$ cat src/icache_pkg.sv
/* Instruction cache definitions */

package icache_pkg;

  // ------------------------------
  // Geometry
  // ------------------------------
  localparam int XLEN          = 32;                 // Parcel and bus data width
  localparam int PLEN          = 32;                 // Physical address width
  localparam int BLOCK_SIZE    = 16;                 // Bytes per line
  localparam int WAYS          = 2;
  localparam int SETS          = 16;

  // Address split
  localparam int BLK_OFFS_BITS = $clog2(BLOCK_SIZE);
  localparam int IDX_BITS      = $clog2(SETS);
  localparam int TAG_BITS      = PLEN - IDX_BITS - BLK_OFFS_BITS;

  // Line and burst layout
  localparam int BLK_BITS      = 8 * BLOCK_SIZE;
  localparam int BURST_SIZE    = BLK_BITS / XLEN;    // Beats per line fill
  localparam int BURST_BITS    = $clog2(BURST_SIZE);
  localparam int DAT_OFFS_BITS = $clog2(BLK_BITS / XLEN);

  // ------------------------------
  // Types
  // ------------------------------

  // Front-end FSM
  typedef enum logic [2:0] {
    ARMED,
    MISS_REQ,
    FILL,
    DELIVER,
    REPLAY
  } ctrl_state_t;

  // Request from front end to fill engine
  typedef enum logic {
    NOP,
    READ_LINE
  } fill_cmd_t;

endpackage

$ cat src/icache_pipe.sv
/* Setup and tag pipeline */

`timescale 1ns/1ps

module icache_pipe (
  input  logic                            clk_i,
  input  logic                            rst_ni,

  input  logic                            req_i,
  input  logic [icache_pkg::PLEN-1:0]     adr_i,
  input  logic                            stall_i,
  input  logic                            replay_i,

  output logic [icache_pkg::IDX_BITS-1:0] rd_idx_o,
  output logic                            tag_req_o,
  output logic [icache_pkg::PLEN-1:0]     tag_adr_o
);

  logic                        setup_req;
  logic [icache_pkg::PLEN-1:0] setup_adr;

  // Setup entry addresses the arrays
  assign rd_idx_o = setup_adr[icache_pkg::BLK_OFFS_BITS +: icache_pkg::IDX_BITS];

  // ------------------------------
  // Stage valids
  // ------------------------------
  always_ff @(posedge clk_i, negedge rst_ni) begin
    if (!rst_ni) begin
      setup_req <= 1'b0;
      tag_req_o <= 1'b0;
    end else if (replay_i) begin
      tag_req_o <= setup_req;   // Held entry moves on
      setup_req <= 1'b0;        // CPU still stalled here
    end else if (!stall_i) begin
      tag_req_o <= setup_req;
      setup_req <= req_i;
    end
  end

  // Stage addresses
  always_ff @(posedge clk_i) begin
    if (replay_i) begin
      tag_adr_o <= setup_adr;
    end else if (!stall_i) begin
      tag_adr_o <= setup_adr;
      setup_adr <= adr_i;
    end
  end

endmodule

$ cat config.mk
export PLATFORM = sky130hd
export DESIGN_NAME = icache_pipe
export DESIGN_NICKNAME = d
export VERILOG_FILES = /design/src/icache_pkg.sv /design/src/icache_pipe.sv
export SDC_FILE = /design/constraint.sdc
export NUM_CORES = 1
export LEC_CHECK = 0
export ABC_AREA = 0
export ABC_CLOCK_PERIOD_IN_PS = 800
export BUFFER_PORTS_ARGS = -buffer_cell sky130_fd_sc_hd__buf_4
export CAP_MARGIN = 0
export CORE_MARGIN = 2
export CORE_UTILIZATION = 50
export CTS_BUF_LIST = sky130_fd_sc_hd__clkbuf_4
export DETAILED_ROUTE_END_ITERATION = 7
export PLACE_DENSITY = 0.89
export SYNTH_ARGS = -nofsm -noshare
export SYNTH_HDL_FRONTEND = slang
export SYNTH_SLANG_ARGS = --single-unit
$ cat constraint.sdc
create_clock -name clk_i -period 0.8 [get_ports clk_i]
set_input_delay 0.24 -clock clk_i [delete_from_list [all_inputs] [get_ports clk_i]]
set_output_delay 0.24 -clock clk_i [all_outputs]
set_load 0.1 [all_outputs]
==> results.json <==
{
  "p_leak_nw": 1.20,
  "root_buffer": "clkbuf_4",
  "clock-sinks": 66,
  "synth_nets": 112,
  "grt_pass1_wl_um": 5200,
  "violations": "setup timing",
  "postRouteAntennaNets": 0,
  "required_ps": 560,
  "layout.cells.most_common": "edfxtp_1",
  "antenna_found_initial": 0,
  "groute.usage.overall": 0.176,
  "synth_top_area_share": 0.938,
  "die_h_um": 68.0,
  "worstSkewPairLatency_ps": 380,
  "avgSynthCellArea_um2": 27.3,
  "rows": 23,
  "initial_core_util": 0.516,
  "synth-seq-cells": 66,
  "fin_crit_sh": 1.64,
  "cts_tree": "yes",
  "vias_per_cell": 4.61,
  "critPathSlowestCell": "dfrtp_4",
  "finalPower_mw": 7.71,
  "rsz0062_at_grt": "yes",
  "postSynthCellCount": 75,
  "critical_path_arrival_ps": 1080,
  "hold_ws_ps": 23.8,
  "crit_family": "flip-flops",
  "die_area_mm2": 0.00462,
  "antennaDiodeCount": 0,
  "drtIter0Drc": 72,
  "skew_ps": 9.86,
  "setup_viol": 40,
  "grt.overflow.total": 0,
  "wl_per_cell_um": 16.8,
  "startpoint_type": "flop",
  "via_count": 1010,
  "final_cell_mix": "64 x edfxtp_1, 39 x buf_4, 34 x buf_6",
  "p_per_area_mw_per_mm2": 2560,
  "place_congestion": 0.737,
  "h-tree-depth": 3,
  "yosysWarningCount": 0,
  "die_w_um": 68.0,
  "io_pins": 74,
  "area_growth_syn_to_layout_pct": 47.3,
  "endpoint_kind": "primary output",
  "finalHoldViolations": 0,
  "syn_area_mm2": 0.00205,
  "hold_path.class": "input port to flop",
  "max_stage_delay_ps": 510,
  "fin_area_mm2": 0.00302,
  "grt_max_degree": 20,
  "ys_seq_area_frac": 0.963,
  "max_freq_ghz": 0.760,
  "grt_pass1_vias": 1005,
  "crit_chain": "buf_12",
  "outcome": "finished with violations",
  "placed_cell_area_mm2": 0.00273,
  "path_clk_slew_ps": 100,
  "routed_wirelength_um": 3680,
  "path_buf_inv": 1,
  "ir_drop_uv": 1400,
  "drtPass1Iterations": 3,
  "tns_ps": -15950,
  "drc": 0,
  "relSlewSlack": 0.860,
  "io_buffers": 73,
  "crit_fanout": 2,
  "path_class": "flop to primary output",
  "fp.coreArea_mm2": 0.00397,
  "slew_violations": 0,
  "fin_crit_ps": 1320,
  "cap_violations": 0,
  "numCtsBuffers": 9,
  "fin_nets": 201,
  "worst_pin_slew_ps": 210,
  "synthDistinctLibCells": 7,
  "cts_buffer_depth": 2,
  "ys_top_cells_by_area": "edfxtp_1 94%, dfrtp_1 2.4%, buf_4 1.5%",
  "drive_gt1_frac": 0.562,
  "setup_ws_ps": -516,
  "yosys.area.top_type": "edfxtp_1"
}
==> kinds of logic (layout without fill, tap and decap cells) <==
logic type,count (synthesis),in the layout,synth area share
simple gates,3,3,0.0104
mux,2,2,0.0122
flops,66,66,0.963
buf+inv,4,98,0.0147
==> cells in the mapped netlist <==
master	number
buf_4	4
dfrtp_1	2
edfxtp_1	64
mux2_4	1
mux2i_1	1
nand2b_4	1
nor2_1	2
==> state kept, by name, summed over array words and instances, names as in the netlist <==
register and count:
setup_req 1, setup_adr 32, tag_adr_o 32, tag_req_o 1
==> routing by layer <==
| metal | vias to the layer above | track usage | part of all wire | routed length [µm] |
|---|---|---|---|---|
| met1 | 477 | 0.185 | 0.35 | 1280 |
| met2 | 54 | 0.307 | 0.56 | 2070 |
| met4 | 0 | 0.120 | 0.020 | 74 |
| met5 | - | 0 | 0 | 0 |
| li1 | 473 | - | - | - |
| met3 | 6 | 0.0477 | 0.070 | 256 |
==> cell type report <==
| cell class | instances | area, µm² |
|---|---|---|
| clock buffer | 10 | 75.1 |
| clock inverter | 6 | 23.8 |
| timing repair buffer | 82 | 826 |
| sequential | 66 | 1980 |
| multi-input combinational | 5 | 53.8 |
| fill | 211 | 955 |
| tap | 50 | 62.6 |
==> timing repair <==
item,4_1_cts,5_1_grt
setup endpoints to repair,38,39
hold buffers,1,1
hold endpoints to repair,2,1
pin swaps,0,0
resized for setup,40,1
buffers inserted,1,1
==> final timing paths <==
path / from / endpoint / slack [ps] / depth (start not counted)
max in group asynchronous: rst_ni / tag_req_o / 510 / 2
worst max register to register: tag_req_o / tag_req_o / -90 / 1
min in group asynchronous: rst_ni / setup_req / 180 / 2
worst max-delay path: tag_req_o / tag_req_o / -520 / 1
worst min-delay path: adr_i[22] / setup_adr[22] / 20 / 1
worst min register to register: setup_adr[14] / tag_adr_o[14] / 420 / 0
==> report_power, final <==
part	switching (mW)	leakage (nW)	internal [mW]	total, mW
registers	0.121	0.651	4.10	4.22
logic	1.36	0.490	0.493	1.85
clock network	1.03	0.0578	0.619	1.65
==> metrics by stage <==
step / utilization / instances / setup WS [ps]
global route: 0.760 / 219 / -553
floorplan: - / 75 / -344
CTS: 0.754 / 217 / -526
global placement: 0.687 / 199 / -199
finish: 0.760 / 219 / -516
detailed placement: 0.687 / 199 / -229
Note: power is estimated with default switching activity, not from simulation.
