[config.mk]
export PLATFORM = sky130hd
export DESIGN_NAME = icache_biu_fill
export DESIGN_NICKNAME = d
export VERILOG_FILES = /design/src/icache_pkg.sv /design/src/icache_biu_fill.sv
export SDC_FILE = /design/constraint.sdc
export NUM_CORES = 1
export LEC_CHECK = 0
export ABC_AREA = 1
export BUFFER_PORTS_ARGS = -buffer_cell sky130_fd_sc_hd__buf_2
export CAP_MARGIN = 15
export CORE_UTILIZATION = 48
export CTS_BUF_LIST = sky130_fd_sc_hd__clkbuf_16
export DETAILED_ROUTE_END_ITERATION = 7
export GPL_ROUTABILITY_DRIVEN = 0
export PLACE_DENSITY = 0.79
export SLEW_MARGIN = 40
export SYNTH_ARGS = -nofsm -noshare
export SYNTH_HDL_FRONTEND = slang
export SYNTH_SLANG_ARGS = --single-unit
[constraint.sdc]
create_clock -name clk_i -period 3.3 [get_ports clk_i]
set_clock_uncertainty 0.05 [all_clocks]
set_input_delay 0.165 -clock clk_i [delete_from_list [all_inputs] [get_ports clk_i]]
set_output_delay 0.165 -clock clk_i [all_outputs]
set_load 0.05 [all_outputs]
[src/icache_pkg.sv]
/* Instruction cache definitions */

package icache_pkg;

  // ------------------------------
  // Geometry
  // ------------------------------
  localparam int XLEN          = 32;                 // Parcel and bus data width
  localparam int PLEN          = 32;                 // Physical address width
  localparam int BLOCK_SIZE    = 16;                 // Bytes per line
  localparam int WAYS          = 2;
  localparam int SETS          = 16;

  // Address split
  localparam int BLK_OFFS_BITS = $clog2(BLOCK_SIZE);
  localparam int IDX_BITS      = $clog2(SETS);
  localparam int TAG_BITS      = PLEN - IDX_BITS - BLK_OFFS_BITS;

  // Line and burst layout
  localparam int BLK_BITS      = 8 * BLOCK_SIZE;
  localparam int BURST_SIZE    = BLK_BITS / XLEN;    // Beats per line fill
  localparam int BURST_BITS    = $clog2(BURST_SIZE);
  localparam int DAT_OFFS_BITS = $clog2(BLK_BITS / XLEN);

  // ------------------------------
  // Types
  // ------------------------------

  // Front-end FSM
  typedef enum logic [2:0] {
    ARMED,
    MISS_REQ,
    FILL,
    DELIVER,
    REPLAY
  } ctrl_state_t;

  // Request from front end to fill engine
  typedef enum logic {
    NOP,
    READ_LINE
  } fill_cmd_t;

endpackage

[src/icache_biu_fill.sv]
/* Line fill bus engine */

`timescale 1ns/1ps

module icache_biu_fill (
  input  logic                            clk_i,
  input  logic                            rst_ni,

  // From front end
  input  icache_pkg::fill_cmd_t           fill_cmd_i,
  input  logic [icache_pkg::PLEN-1:0]     fill_adr_i,
  output logic                            fill_done_o,
  output logic [icache_pkg::BLK_BITS-1:0] fill_line_o,
  output logic                            fill_err_o,    // Sticky over the burst

  // Bus interface
  output logic                            biu_stb_o,
  input  logic                            biu_stb_ack_i,
  output logic [icache_pkg::PLEN-1:0]     biu_adr_o,
  input  logic [icache_pkg::XLEN-1:0]     biu_q_i,
  input  logic                            biu_ack_i,
  input  logic                            biu_err_i
);

  logic                              busy_q;    // Burst accepted, beats pending
  logic [icache_pkg::BURST_BITS-1:0] beat_q;
  logic                              beat;
  logic                              start;

  assign start = fill_cmd_i == icache_pkg::READ_LINE;
  assign beat  = busy_q && (biu_ack_i || biu_err_i);  // Idle cycles just wait

  // ------------------------------
  // Handshake and beat count
  // ------------------------------
  always_ff @(posedge clk_i, negedge rst_ni) begin
    if (!rst_ni) begin
      biu_stb_o   <= 1'b0;
      busy_q      <= 1'b0;
      beat_q      <= '0;
      fill_done_o <= 1'b0;
      fill_err_o  <= 1'b0;
    end else begin
      fill_done_o <= 1'b0;

      if (start) begin
        biu_stb_o  <= 1'b1;
        beat_q     <= '0;
        fill_err_o <= 1'b0;
      end else if (biu_stb_o && biu_stb_ack_i) begin
        biu_stb_o <= 1'b0;
        busy_q    <= 1'b1;
      end else if (beat) begin
        beat_q     <= beat_q + 1'b1;
        fill_err_o <= fill_err_o || biu_err_i;
        if (&beat_q) begin                            // Last beat
          busy_q      <= 1'b0;
          fill_done_o <= 1'b1;
        end
      end
    end
  end

  // Address and line buffer
  always_ff @(posedge clk_i) begin
    if (start) begin
      biu_adr_o <= {fill_adr_i[icache_pkg::PLEN-1:icache_pkg::BLK_OFFS_BITS],
                    {icache_pkg::BLK_OFFS_BITS{1'b0}}};
    end
    if (beat) fill_line_o[beat_q*icache_pkg::XLEN +: icache_pkg::XLEN] <= biu_q_i;
  end

endmodule

==> results.py <==
metrics = {
    "sta": {
        "rsz0062_at_grt": "false",
        "whs_ns": 0.0335,
        "worstMarginPinSlew_ns": 0.703,
        "finalSetupTns_ns": 0,
        "max_freq_mhz": 440,
        "maxSlewHeadroom_pct": 53.0,
        "final-hold-violation-count": 0,
        "period_share_pct": 68.9,
        "period_needed_ns": 2.27,
        "slew_violations": 0,
        "setup_violations": 0,
        "setup_slack_ns": 1.03,
    },
    "yosys": {
        "yosysMostFrequentCell": "edfxtp_1",
        "netlist_area_sq_um": 6010,
        "async_flop_share_pct": 3.70,
        "avgSynthCellArea_sq_um": 15.2,
        "yosys.area.top_type": "edfxtp_1",
        "ys_types": 21,
        "ys.flop_type": "edfxtp_1",
        "ys_seq_area_share_pct": 80.4,
        "synthTopCellsByCount": "156 x edfxtp_1, 66 x nor2_1, 55 x nor3_1, 40 x inv_1, 17 x nand2_1",
        "postSynthCellCount": 396,
        "yosys_warnings": 0,
        "ys_ff_latch": 162,
        "synth-edff-count": 156,
        "synthDominantCellAreaShare_pct": 77.9,
        "synth.area.top_cells": "edfxtp_1 78%, nor3_1 4.6%, nor2_1 4.1%",
    },
    "clocking": {
        "clock_latency_ns": 0.42,
        "cts_tree": "done",
        "cts_buffer_depth": 2,
        "root_buffer": "clkbuf_16",
        "cts_num_sinks": 162,
        "path_clk_slew_ns": 0.06,
        "numCtsBuffers": 17,
        "htree_levels": 4,
    },
    "route": {
        "drt_iter0_markers": 453,
        "firstDrtPassIters": 5,
        "route.detailed.drc": 0,
        "postRouteWirelength_um": 15100,
        "drt-vias-per-instance": 4.91,
        "wire_per_inst_um": 17.9,
        "vias": 4127,
        "antenna_left": 0,
    },
    "critical_path": {
        "critPathCaptureType": "flip-flop",
        "cp_cell_sequence": "inv_2, ha_1, inv_1, nand3_1, buf_4, nor2_1",
        "cp.arrival_ns": 2.39,
        "path_buf_inv": 3,
        "slowest_delay_ns": 0.46,
        "startpoint_type": "flip-flop",
        "cpLargestDelayFamily": "buffers and inverters",
        "worst-path-stages": 6,
        "r2r_cells": 6,
        "required_ns": 3.42,
        "cp_max_fo": 24,
        "crit_slowest_cell": "dfrtp_1",
        "path_class": "flip-flop to flip-flop",
    },
    "die": {
        "fp.dieW_um": 114,
        "std_cell_rows": 40,
        "pin_count": 233,
        "initial_core_util_pct": 49.7,
        "dieArea_sq_um": 13000,
        "core_sq_um": 12100,
        "die_h_um": 114,
    },
    "layout": {
        "postLayoutCoreUtil_pct": 68.5,
        "syn2layout_area_growth_pct": 37.9,
        "nets": 735,
        "final-seq-area_sq_um": 4830,
        "fillerInstances": 844,
        "drive_gt1_share_pct": 42.6,
        "multi_input_area_sq_um": 907,
    },
    "global_routing": {
        "grt_overflow_total": 0,
        "grt_antenna_before_repair": 1,
        "grt_util_all_layers_pct": 24.1,
        "grt_pass1_vias": 4173,
        "grt_pass1_wl_um": 22400,
        "grt_max_degree": 33,
    },
    "place": {
        "place_hpwl_um": 9750,
        "port_buffers": 224,
        "dp_slack_ns": 1.01,
    },
    "min_path": {
        "holdPathStages": 3,
        "min-delay-path-class": "input pin to flip-flop",
    },
    "power_and_ir_drop": {
        "powerDensity_nw_per_um2": 731,
        "irDropWorstVdd_v": 0.000379,
        "power_leakage_nw": 3.51,
    },
    "outcome": {
        "status": "finished clean",
    },
    "job": {
        "drv_cap": 0,
    },
}
-- power by group --
part | leakage, nW | internal (mW) | switching, mW
registers | 1.58 | 2.49 | 0.0620
clock network | 0.324 | 1.42 | 0.775
logic | 1.60 | 0.250 | 1.06
-- stage by stage --
stage / total power, mW / instance area, sq um / std cells
after floorplan: 3.55 / 6030 / 399
after global placement: 3.85 / 7290 / 776
after detailed placement: 3.88 / 7320 / 778
after CTS: 6.09 / 8290 / 840
after global routing: 6.24 / 8290 / 840
final: 6.06 / 8290 / 841
-- cell type report --
class                      instances  area share (%)
sequential                       162            58.3
timing repair buffer             264            18.3
multi-input combinational        172            10.9
clock buffer                      17            5.13
clock inverter                    14            2.85
tap                              168            2.54
inverter                          43            1.95
antenna                            1          0.0302
-- worst paths after layout --
check | from | end | slack [ns]
hold / removal | biu_q_i[8] | fill_line_o[40] | 0.03
setup reg to reg | beat_q[0] | fill_line_o[102] | 1.03
min in group asynchronous | rst_ni | biu_stb_o | 0.06
hold reg to reg | fill_err_o | fill_err_o | 0.48
setup / recovery | beat_q[0] | fill_line_o[102] | 1.03
max in group asynchronous | rst_ni | busy_q | 2.99
-- worst register-to-register path, delay by kind of cell, from the launching register on --
family	cells	cell delay (ns)
fa+ha+maj	1	0.41
buf+inv	3	0.68
flops	1	0.46
simple gates	2	0.43
-- cell families (layout without fill, tap and decap cells) --
logic type | Yosys count | in the layout | share of synthesized area (%)
and+or+nand+nor | 161 | 161 | 13.1
buffers and inverters | 65 | 338 | 5.22
other | 1 | 5 | 0.0623
AOI/OAI and AO/OA | 2 | 2 | 0.166
adders and majority gates | 5 | 5 | 1.04
DFF | 162 | 162 | 80.4
-- routing by layer --
| metal | track usage (%) | routed length, um | vias to the layer above |
|---|---|---|---|
| met1 | 27.8 | 5650 | 1942 |
| li1 | - | - | 1909 |
| met4 | 8.31 | 224 | 0 |
| met3 | 9.30 | 1590 | 20 |
| met5 | 0 | 0 | - |
| met2 | 41.3 | 7590 | 256 |
-- cells in the final DEF (no fill, tap or decap), drive strengths merged --
cell         count
nor3b            4
dlygate4sd3     31
clkinvlp         2
o21ai            1
nand3            2
nand2           20
clkinv           3
a21oi            1
edfxtp         156
nor3            66
nand4            3
conb             4
clkbuf          17
inv             46
dfrtp            6
buf            233
diode            1
nor2            66
bufinv           6
ha               5
-- flip-flops by register name (all words and copies together), names as in the netlist --
register	count
biu_stb_o	1
fill_line_o	128
biu_adr_o	28
fill_done_o	1
busy_q	1
beat_q	2
fill_err_o	1
-- timing repair --
action | 4_1_cts | 5_1_grt
hold buffers | 31 | 0
endpoints found under the hold margin | 36 | 0
buffers inserted | 0 | 0
gates resized for setup | 0 | 0
Power figures use the tool's default switching activity.
