## config.mk

```make
export PLATFORM = sky130hd
export DESIGN_NAME = icache_ctrl
export DESIGN_NICKNAME = d
export VERILOG_FILES = /design/src/icache_pkg.sv /design/src/icache_ctrl.sv
export SDC_FILE = /design/constraint.sdc
export NUM_CORES = 1
export LEC_CHECK = 0
export BUFFER_PORTS_ARGS = -buffer_cell sky130_fd_sc_hd__buf_2
export CORE_AREA = 2 2 116 118
export DETAILED_ROUTE_END_ITERATION = 10
export DIE_AREA = 0 0 118 120
export MAX_ROUTING_LAYER = met4
export SLEW_MARGIN = 10
export SYNTH_ARGS = -nofsm -noshare
export SYNTH_HDL_FRONTEND = slang
export SYNTH_SLANG_ARGS = --single-unit
```

## constraint.sdc

```tcl
create_clock -name clk_i -period 2.6 [get_ports clk_i]
set_input_delay 0.13 -clock clk_i [delete_from_list [all_inputs] [get_ports clk_i]]
set_output_delay 0.13 -clock clk_i [all_outputs]
set_load 0.03 [all_outputs]
```

## src/icache_pkg.sv

```systemverilog
/* Instruction cache definitions */

package icache_pkg;

  // ------------------------------
  // Geometry
  // ------------------------------
  localparam int XLEN          = 32;                 // Parcel and bus data width
  localparam int PLEN          = 32;                 // Physical address width
  localparam int BLOCK_SIZE    = 16;                 // Bytes per line
  localparam int WAYS          = 2;
  localparam int SETS          = 16;

  // Address split
  localparam int BLK_OFFS_BITS = $clog2(BLOCK_SIZE);
  localparam int IDX_BITS      = $clog2(SETS);
  localparam int TAG_BITS      = PLEN - IDX_BITS - BLK_OFFS_BITS;

  // Line and burst layout
  localparam int BLK_BITS      = 8 * BLOCK_SIZE;
  localparam int BURST_SIZE    = BLK_BITS / XLEN;    // Beats per line fill
  localparam int BURST_BITS    = $clog2(BURST_SIZE);
  localparam int DAT_OFFS_BITS = $clog2(BLK_BITS / XLEN);

  // ------------------------------
  // Types
  // ------------------------------

  // Front-end FSM
  typedef enum logic [2:0] {
    ARMED,
    MISS_REQ,
    FILL,
    DELIVER,
    REPLAY
  } ctrl_state_t;

  // Request from front end to fill engine
  typedef enum logic {
    NOP,
    READ_LINE
  } fill_cmd_t;

endpackage

```

## src/icache_ctrl.sv

```systemverilog
/* Instruction cache front-end control */

`timescale 1ns/1ps

module icache_ctrl (
  input  logic                                 clk_i,
  input  logic                                 rst_ni,

  // Tag stage
  input  logic                                 tag_req_i,
  input  logic [icache_pkg::PLEN-1:0]          tag_adr_i,
  input  logic                                 hit_i,
  input  logic [icache_pkg::WAYS-1:0]          way_valid_i,
  input  logic [icache_pkg::XLEN-1:0]          word_i,

  // Fill engine
  input  logic                                 fill_done_i,
  input  logic [icache_pkg::BLK_BITS-1:0]      fill_line_i,
  input  logic                                 fill_err_i,
  output icache_pkg::fill_cmd_t                fill_cmd_o,
  output logic [icache_pkg::PLEN-1:0]          fill_adr_o,

  output logic                                 stall_o,
  output logic                                 replay_o,

  // Array write port
  output logic                                 wr_en_o,
  output logic [icache_pkg::IDX_BITS-1:0]      wr_idx_o,
  output logic [icache_pkg::TAG_BITS-1:0]      wr_tag_o,
  output logic [icache_pkg::WAYS-1:0]          wr_way_o,
  output logic [icache_pkg::DAT_OFFS_BITS-1:0] word_sel_o,

  // Parcel out
  output logic [icache_pkg::XLEN-1:0]          parcel_o,
  output logic                                 parcel_valid_o,
  output logic                                 parcel_error_o
);

  icache_pkg::ctrl_state_t     state_q;
  logic [6:0]                  lfsr_q;       // Random way source
  logic [icache_pkg::WAYS-1:0] fill_way_q;
  logic [icache_pkg::WAYS-1:0] way_pick;
  logic                        miss;
  logic                        hit_deliver;

  assign miss        = tag_req_i && !hit_i;
  assign hit_deliver = (state_q == icache_pkg::ARMED) && tag_req_i && hit_i;

  // Hold the CPU on a fresh miss and for the whole miss sequence
  assign stall_o  = (state_q != icache_pkg::ARMED) || miss;
  assign replay_o = state_q == icache_pkg::REPLAY;

  assign fill_cmd_o = (state_q == icache_pkg::MISS_REQ) ? icache_pkg::READ_LINE
                                                        : icache_pkg::NOP;
  assign fill_adr_o = {tag_adr_i[icache_pkg::PLEN-1:icache_pkg::BLK_OFFS_BITS],
                       {icache_pkg::BLK_OFFS_BITS{1'b0}}};

  // Line written only when the burst came back clean
  assign wr_en_o    = (state_q == icache_pkg::FILL) && fill_done_i && !fill_err_i;
  assign wr_idx_o   = tag_adr_i[icache_pkg::BLK_OFFS_BITS +: icache_pkg::IDX_BITS];
  assign wr_tag_o   = tag_adr_i[icache_pkg::PLEN-1 -: icache_pkg::TAG_BITS];
  assign wr_way_o   = fill_way_q;
  assign word_sel_o = tag_adr_i[icache_pkg::BLK_OFFS_BITS-icache_pkg::DAT_OFFS_BITS +:
                                icache_pkg::DAT_OFFS_BITS];

  // Victim way, lowest invalid way wins over the LFSR
  always_comb begin
    way_pick = '0;
    way_pick[lfsr_q[$clog2(icache_pkg::WAYS)-1:0]] = 1'b1;
    for (int w = icache_pkg::WAYS-1; w >= 0; w--) begin
      if (!way_valid_i[w]) begin
        way_pick    = '0;
        way_pick[w] = 1'b1;
      end
    end
  end

  // ------------------------------
  // FSM and LFSR
  // ------------------------------
  always_ff @(posedge clk_i, negedge rst_ni) begin
    if (!rst_ni) begin
      state_q <= icache_pkg::ARMED;
      lfsr_q  <= 7'h5b;
    end else begin
      if (state_q != icache_pkg::FILL) lfsr_q <= {lfsr_q[5:0], lfsr_q[6] ^ lfsr_q[5]};

      case (state_q)
        icache_pkg::ARMED:    if (miss) state_q <= icache_pkg::MISS_REQ;
        icache_pkg::MISS_REQ: state_q <= icache_pkg::FILL;        // Command issued
        icache_pkg::FILL:     if (fill_done_i) state_q <= icache_pkg::DELIVER;
        icache_pkg::DELIVER:  state_q <= icache_pkg::REPLAY;
        icache_pkg::REPLAY:   state_q <= icache_pkg::ARMED;       // Held entry re-read
        default:              state_q <= icache_pkg::ARMED;
      endcase
    end
  end

  // ------------------------------
  // Parcel output
  // ------------------------------
  always_ff @(posedge clk_i, negedge rst_ni) begin
    if (!rst_ni) begin
      parcel_valid_o <= 1'b0;
      parcel_error_o <= 1'b0;
    end else begin
      parcel_valid_o <= hit_deliver || (state_q == icache_pkg::DELIVER);
      parcel_error_o <= (state_q == icache_pkg::DELIVER) && fill_err_i;
    end
  end

  always_ff @(posedge clk_i) begin
    if ((state_q == icache_pkg::ARMED) && miss) fill_way_q <= way_pick;

    if (state_q == icache_pkg::DELIVER) begin
      parcel_o <= fill_line_i[word_sel_o*icache_pkg::XLEN +: icache_pkg::XLEN];
    end else if (hit_deliver) begin
      parcel_o <= word_i;
    end
  end

endmodule

```

==> impl_metrics.ini, run 1 <==
[synth]
yosys_register_bits = 46
post_synthesis_average_cell_area_sq_um = 15.76
syn-instance-count = 211
seq_area_frac_synth = 0.3992
yosys.area.top_type_share = 0.3070
yosys_warnings = 0
synth_enable_flop_cells = 34
async_reset_ff_frac = 0.2609
netlist_area_sq_um = 3326
yosysMostFrequentCell = sky130_fd_sc_hd__buf_4
synth.largest_area_cell = sky130_fd_sc_hd__edfxtp_1
postSynth.topFlopCell = sky130_fd_sc_hd__edfxtp_1
synth_top_cells_by_area = sky130_fd_sc_hd__edfxtp_1 31%, sky130_fd_sc_hd__mux4_2 20%, sky130_fd_sc_hd__buf_4 15%
synth.distinct_cells = 29
top_post_synthesis_cells_by_count = 65 x sky130_fd_sc_hd__buf_4, 34 x sky130_fd_sc_hd__edfxtp_1, 30 x sky130_fd_sc_hd__mux2_4, 30 x sky130_fd_sc_hd__mux4_2, 9 x sky130_fd_sc_hd__mux2_2

[critical_path]
timing.setup.critical_path_class = register to output pin
crit-reg2reg-launch = state_q[2]
critPathLaunchType = register
worst_setup_path_end_kind = output pin
worst_r2r_endpoint = parcel_o[31]
critPathMaxFanout = 10
worst-r2r-setup-slack_ns = 0.92
arrival_time_reported_for_the_critical_path_endpoint_ns = 1.81
number_of_cells_traversed_by_the_worst_register_to_register_path = 3
required_ns = 2.47

[min_path]
hold_path.class = input port to register
timing.hold.worst_endpoint = parcel_error_o
hold_depth = 2
worst_hold_startpoint = fill_err_i

[global_route]
grt.total_usage = 0.1332
grt_overflow = 0
vias_in_the_first_global_route = 2506
grt_pass1_wl_mm = 13.97
antenna_found_initial = 0
grt_start_max_net_pins = 24

[timing]
max_slew_margin = 0.5506
clock_skew_ns = 0.003295
max_slew.worst_pin.slew_ns = 0.6712
min_period_ns = 1.941
final_number_of_hold_violating_endpoints = 0
final_critical_path_setup_slack_ns = 0.6594
fin_setup_tns_ns = 0
maxSlewViolCount = 0
final_min_period_over_clock_period = 0.7464
grt_setup_unrepaired = false
max_clock_freq_mhz = 515.3
setup-violations-final = 0

[detailed_routing]
drt_first_iter_violations = 121
ant_nets = 0
drc = 0
drt-wirelength-per-cell_um = 17.70
drt_wl_total_mm = 9.611
firstDrtPassIters = 4
vias = 2346
detail_route.vias_per_cell = 4.320

[clock_tree]
cts.sinks = 46
clock_insertion_delay_worst_skew_ns = 0.28
cts-root-buf = sky130_fd_sc_hd__clkbuf_16
cts_made_buffers = 5
buffer_levels_on_the_longest_clock_path = 2
cts_htree_levels = 2
tritoncts_clock_tree = done
post_cts_repair_resize_count = 0
worst_setup_hold_path_clk_slew_ns = 0.06

[floorplanning]
total_core_area_sq_um = 12980
std_cell_rows = 42
pin_count = 302
die_w_um = 118
die_h_um = 120
design.die.area_sq_um = 14160
initial_core_utilization = 0.2562

[pwr]
vdd_drop_max_uv = 295.8
pwr_density_cell_nw_per_um2 = 693.4
total_power_mw = 2.956
p_leak_nw = 1.953

[finish]
drive_above_1_share = 0.8256
syn_to_final_growth_pct = 28.18
net_count_reported_at_finish = 566
n_antenna_cell = 0

[placed_design]
dp_slack_ns = 0.7633
port_buffers = 211
globalplace.congestion = 0.8138
dpl.hpwl_mm = 8.042

[status]
run_status = complete, no violations

[flow_run]
max_cap_check_violation_count = 0
## worst max path at each step
| stage | cells past startpoint | startpoint | endpoint |
|---|---|---|---|
| 6_report | 3 | state_q[2] | wr_en_o |
| 5_1_grt | 3 | state_q[2] | wr_en_o |
| 4_1_cts | 3 | state_q[2] | wr_en_o |
| 3_5_place_dp | 4 | tag_adr_i[2] | parcel_o[31] |
| 3_3_place_gp | 4 | tag_adr_i[2] | parcel_o[31] |
| 2_1_floorplan | 2 | state_q[0] | parcel_o[0] |
## where the power goes
part           switching, mW  internal (mW)  leakage, nW
combinational          0.724          0.536         1.42
sequential            0.0609           1.02        0.460
clock                  0.261          0.355       0.0698
total                   1.05           1.91         1.95
## registers in the layout, summed over array words and instances, names as in the netlist
register,cells
parcel_error_o,1
wr_way_o,2
parcel_valid_o,1
lfsr_q,7
parcel_o,32
state_q,3
## kinds of logic after synthesis
logic type / after synthesis / synth area share
buffers and inverters: 75 / 0.1757
muxes: 71 / 0.3849
DFF: 46 / 0.3992
and+or+nand+nor: 13 / 0.02822
AOI/OAI and AO/OA: 4 / 0.008275
xor gates and xnor gates: 1 / 0.002634
other: 1 / 0.001128
## area by class of cell
class	count	area, sq um
clock buffers	5	125.1
clock inverters	3	21.27
fillers	1301	8717
inverters	2	7.507
multi-input cells	93	1438
flip-flops and latches	46	1328
well taps	176	220.2
repair buffers	218	1124
## layout by cell type, fill, tap and decap left out, types with 2 or more instances in the layout
cell                        Yosys  routed
sky130_fd_sc_hd__buf_2          2     211
sky130_fd_sc_hd__edfxtp_1      34      34
sky130_fd_sc_hd__mux4_2        30      30
sky130_fd_sc_hd__mux2_4        30      30
sky130_fd_sc_hd__mux2_2         9       9
sky130_fd_sc_hd__dfrtp_1        7       7
sky130_fd_sc_hd__clkbuf_16      0       5
sky130_fd_sc_hd__dfstp_2        5       5
sky130_fd_sc_hd__buf_4         65       5
sky130_fd_sc_hd__conb_1         1       4
sky130_fd_sc_hd__nor3b_1        2       2
sky130_fd_sc_hd__mux4_1         2       2
sky130_fd_sc_hd__nand2_1        2       2
sky130_fd_sc_hd__inv_1          2       2
## stage by stage
step                instance area [sq um]    util  instances  hold slack, ns
floorplan                            3341       -        214         -0.1656
global placement                     4106  0.3164        534         0.01788
detailed placement                   4106  0.3164        534         0.01841
CTS                                  4263  0.3284        543         0.05481
global route                         4263  0.3284        543         0.07088
finish                               4263  0.3284        543         0.06641
## routing by layer
layer / routed length, um / vias up / global-route usage
li1: - / 1051 / -
met1: 3436 / 1115 / 0.1380
met2: 5227 / 156 / 0.2460
met3: 723 / 24 / 0.02614
met4: 223 / 0 / 0.05723
met5: 0 / - / -
## worst max-delay path: stages (launching register included)
cell                      delay (ns)
sky130_fd_sc_hd__dfrtp_1        0.46
sky130_fd_sc_hd__nor3b_2        0.61
sky130_fd_sc_hd__and3b_1        0.26
sky130_fd_sc_hd__buf_2          0.19
## what timing repair did
| action | 4_1_cts | 5_1_grt |
|---|---|---|
| hold buffers | 1 | 0 |
| endpoints found under the setup margin | 0 | 0 |
| buffers inserted | 0 | 0 |
| hold endpoints to repair | 12 | 0 |
No activity file was read; power rests on OpenSTA's default activity.
==> inputs of run 2 (changes only) <==
--- a/config.mk
+++ b/config.mk
@@ -5,10 +5,10 @@
 export SDC_FILE = /design/constraint.sdc
 export NUM_CORES = 1
 export LEC_CHECK = 0
+export ABC_AREA = 1
 export BUFFER_PORTS_ARGS = -buffer_cell sky130_fd_sc_hd__buf_2
-export CORE_AREA = 2 2 116 118
+export CORE_UTILIZATION = 28
 export DETAILED_ROUTE_END_ITERATION = 10
-export DIE_AREA = 0 0 118 120
 export MAX_ROUTING_LAYER = met4
 export SLEW_MARGIN = 10
 export SYNTH_ARGS = -nofsm -noshare
==> constraint.sdc (replaced) <==
create_clock -name clk_i -period 1.6 [get_ports clk_i]
set_input_delay 0.08 -clock clk_i [delete_from_list [all_inputs] [get_ports clk_i]]
set_output_delay 0.08 -clock clk_i [all_outputs]
set_load 0.03 [all_outputs]
==> run 2 against run 1 <==
  * Die area is 1.7% higher
  * Clock-buffer cell count stayed put
  * Hold slack worse by 0.050 ns
  * Critical path depth is 1 higher
  * Sequential power is 81% higher
  * Via count is 68% higher
  * Sequential share of layout area is 4.1 points lower
  * Final cell count is 76% higher
  * Clock power is 72% higher
  * Flip-flop and latch count stayed put
  * Critical endpoint unchanged
  * Largest cell class unchanged
==> impl_metrics.ini, run 2 <==
[global_route]
antenna_found_initial = 0
grt_overflow = 0
vias_in_the_first_global_route = 3752
grt_pass1_wl_mm = 19.04
grt_start_max_net_pins = 66
grt.total_usage = 0.1753

[finish]
reg.largest.list = parcel_o: 32 flops, lfsr_q: 7 flops, state_q: 3 flops
largest-register = parcel_o
layout_common_cells = 267 x sky130_fd_sc_hd__nand2_1, 211 x sky130_fd_sc_hd__buf_2, 138 x sky130_fd_sc_hd__inv_1
syn_to_final_growth_pct = 25.94
n_antenna_cell = 0
num-fill-cells = 1547
net_count_reported_at_finish = 977
final_cells = 954
most_common_library_cell_in_the_layout_ignoring_fill_and_taps = sky130_fd_sc_hd__nand2_1
largest_reg_flops = 32
drive_above_1_share = 0.3149

[timing]
maxSlewViolCount = 0
final_critical_path_setup_slack_ns = 0.2031
fin_setup_tns_ns = 0
clock_skew_ns = 0.003288
max_clock_freq_mhz = 715.9
grt_setup_unrepaired = false
setup-violations-final = 0
min_period_ns = 1.397
hold_slack_ns = 0.01685
final_number_of_hold_violating_endpoints = 0
final_min_period_over_clock_period = 0.8731

[synth]
syn-instance-count = 632
yosysMostFrequentCell = sky130_fd_sc_hd__nand2_1
synth.largest_area_cell = sky130_fd_sc_hd__edfxtp_1
synth_enable_flop_cells = 34
postSynth.topFlopCell = sky130_fd_sc_hd__edfxtp_1
yosys.area.top_type_share = 0.2620
post_synthesis_average_cell_area_sq_um = 6.167
area_share_of_fa_ha_maj_cells_after_synthesis = 0
synthMuxAreaShare = 0
post_synth_xor_area_fraction = 0
top_post_synthesis_cells_by_count = 267 x sky130_fd_sc_hd__nand2_1, 140 x sky130_fd_sc_hd__inv_1, 67 x sky130_fd_sc_hd__nand3_1, 62 x sky130_fd_sc_hd__buf_4, 34 x sky130_fd_sc_hd__edfxtp_1
synth_top_cells_by_area = sky130_fd_sc_hd__edfxtp_1 26%, sky130_fd_sc_hd__nand2_1 26%, sky130_fd_sc_hd__inv_1 13%
async_reset_ff_frac = 0.2609
synth.distinct_cells = 18
yosys_warnings = 0
largest_family_of_logic_cells_by_synthesized_area = simple AND/OR/NAND/NOR gates
post_synth_and_or_nand_nor_area_fraction = 0.3563
yosys_register_bits = 46
seq_area_frac_synth = 0.3406
compound_gate_fraction_of_synth_area = 0.01316
netlist_area_sq_um = 3897

[clock_tree]
cts.sinks = 46
post_cts_repair_resize_count = 0
cts_made_buffers = 5
cts-root-buf = sky130_fd_sc_hd__clkbuf_16
worst_setup_hold_path_clk_slew_ns = 0.07
clock_insertion_delay_worst_skew_ns = 0.29
tritoncts_clock_tree = done
cts_htree_levels = 2
buffer_levels_on_the_longest_clock_path = 2

[placed_design]
port_buffers = 211
count_of_placed_standard_cells_including_taps = 945
globalplace.congestion = 0.7944
dp_slack_ns = 0.2064
dpl.hpwl_mm = 9.564

[detailed_routing]
detail_route.vias_per_cell = 4.137
vias = 3947
drt-wirelength-per-cell_um = 12.79
drt_first_iter_violations = 190
drc = 0
firstDrtPassIters = 4
ant_nets = 0
drt_wl_total_mm = 12.20

[critical_path]
number_of_cells_traversed_by_the_worst_register_to_register_path = 5
worst_setup_path_end_kind = output pin
worst-r2r-setup-slack_ns = 0.21
critPathMaxFanout = 4
critPathLaunchType = register
critical_path.endpoint = wr_en_o
crit-reg2reg-launch = state_q[1]
required_ns = 1.52
worst_r2r_endpoint = parcel_o[3]
critPathLaunch = state_q[2]
arrival_time_reported_for_the_critical_path_endpoint_ns = 1.32
timing.setup.critical_path_class = register to output pin

[floorplanning]
design.die.area_sq_um = 14400
die_h_um = 120.0
pin_count = 302
die_w_um = 120.0
std_cell_rows = 42
total_core_area_sq_um = 13400
initial_core_utilization = 0.2908

[pwr]
pwr_density_cell_nw_per_um2 = 1105
p_leak_nw = 3.093
vdd_drop_max_uv = 422.3

[min_path]
hold_path.class = input port to register

[status]
run_status = complete, no violations

[flow_run]
max_cap_check_violation_count = 0
[run 2: cell count changes after synthesis, moves of 3 or more]
cell,change
sky130_fd_sc_hd__buf_12,-3
sky130_fd_sc_hd__buf_2,+16
sky130_fd_sc_hd__buf_4,-3
sky130_fd_sc_hd__clkbuf_1,+9
sky130_fd_sc_hd__inv_1,+138
sky130_fd_sc_hd__inv_2,+3
sky130_fd_sc_hd__mux2_2,-9
sky130_fd_sc_hd__mux2_4,-30
sky130_fd_sc_hd__mux4_2,-30
sky130_fd_sc_hd__nand2_1,+265
sky130_fd_sc_hd__nand3_1,+67
sky130_fd_sc_hd__nor2_1,+5
sky130_fd_sc_hd__o21ai_0,+6
[run 2: where the power goes]
| group | switching [mW] | total [mW] | leakage [nW] | internal (mW) |
|---|---|---|---|---|
| registers | 0.132 | 1.96 | 0.458 | 1.83 |
| logic | 1.64 | 2.40 | 2.56 | 0.762 |
| clock network | 0.475 | 1.06 | 0.0751 | 0.587 |
[run 2: worst min path at each step]
stage / from / endpoint / slack [ns] / cells after the start
after CTS: fill_err_i / parcel_error_o / 0.003 / 3
after global placement: rst_ni / parcel_error_o / -0.03 / 1
final: fill_err_i / parcel_error_o / 0.02 / 3
after detailed placement: rst_ni / parcel_error_o / -0.03 / 1
after global routing: fill_err_i / parcel_error_o / 0.003 / 3
after floorplan: rst_ni / lfsr_q[2] / -0.22 / 0
[run 2: cell families (layout without fill, tap and decap cells)]
kind of cell,Yosys count,after routing
AO/OA/AOI/OAI,10,10
buffers and inverters,232,375
flip-flops,46,46
other,1,4
AND/OR/NAND/NOR,343,343
[run 2: per-layer routing]
layer	up-vias	track usage	wire length, um
met2	196	0.3064	6096
met4	0	0.04141	133
li1	2072	-	-
met1	1668	0.2011	4969
met3	11	0.04183	996
met5	-	-	0
[run 2: what timing repair did]
item                                   in CTS  in global routing
endpoints found under the hold margin      12                  0
hold buffers                                1                  0
buffers inserted                            0                  0
[run 2: layout make-up]
cell class                 count  area (sq um)  area share
sequential                    46          1328      0.2705
multi-input combinational    357          1484      0.3023
clock inverter                 3         21.27    0.004333
tap                          176         220.2     0.04486
timing repair buffer         224          1194      0.2432
clock buffer                   5         125.1     0.02549
inverter                     143         536.8      0.1094
[run 2: per-stage QoR]
stage	area [sq um]	util	total power, mW
6_report	4908	0.3663	5.424
5_1_grt	4908	0.3663	5.808
4_1_cts	4908	0.3663	5.514
3_5_place_dp	4752	0.3546	4.424
3_3_place_gp	4752	0.3546	4.402
2_1_floorplan	3944	-	3.844
[run 2: critical path, cell delays in order (launching register included)]
cell and delay (ns):
sky130_fd_sc_hd__dfrtp_1 0.44, sky130_fd_sc_hd__inv_2 0.12, sky130_fd_sc_hd__nand3_1 0.14, sky130_fd_sc_hd__nor3_2 0.12, sky130_fd_sc_hd__buf_2 0.21
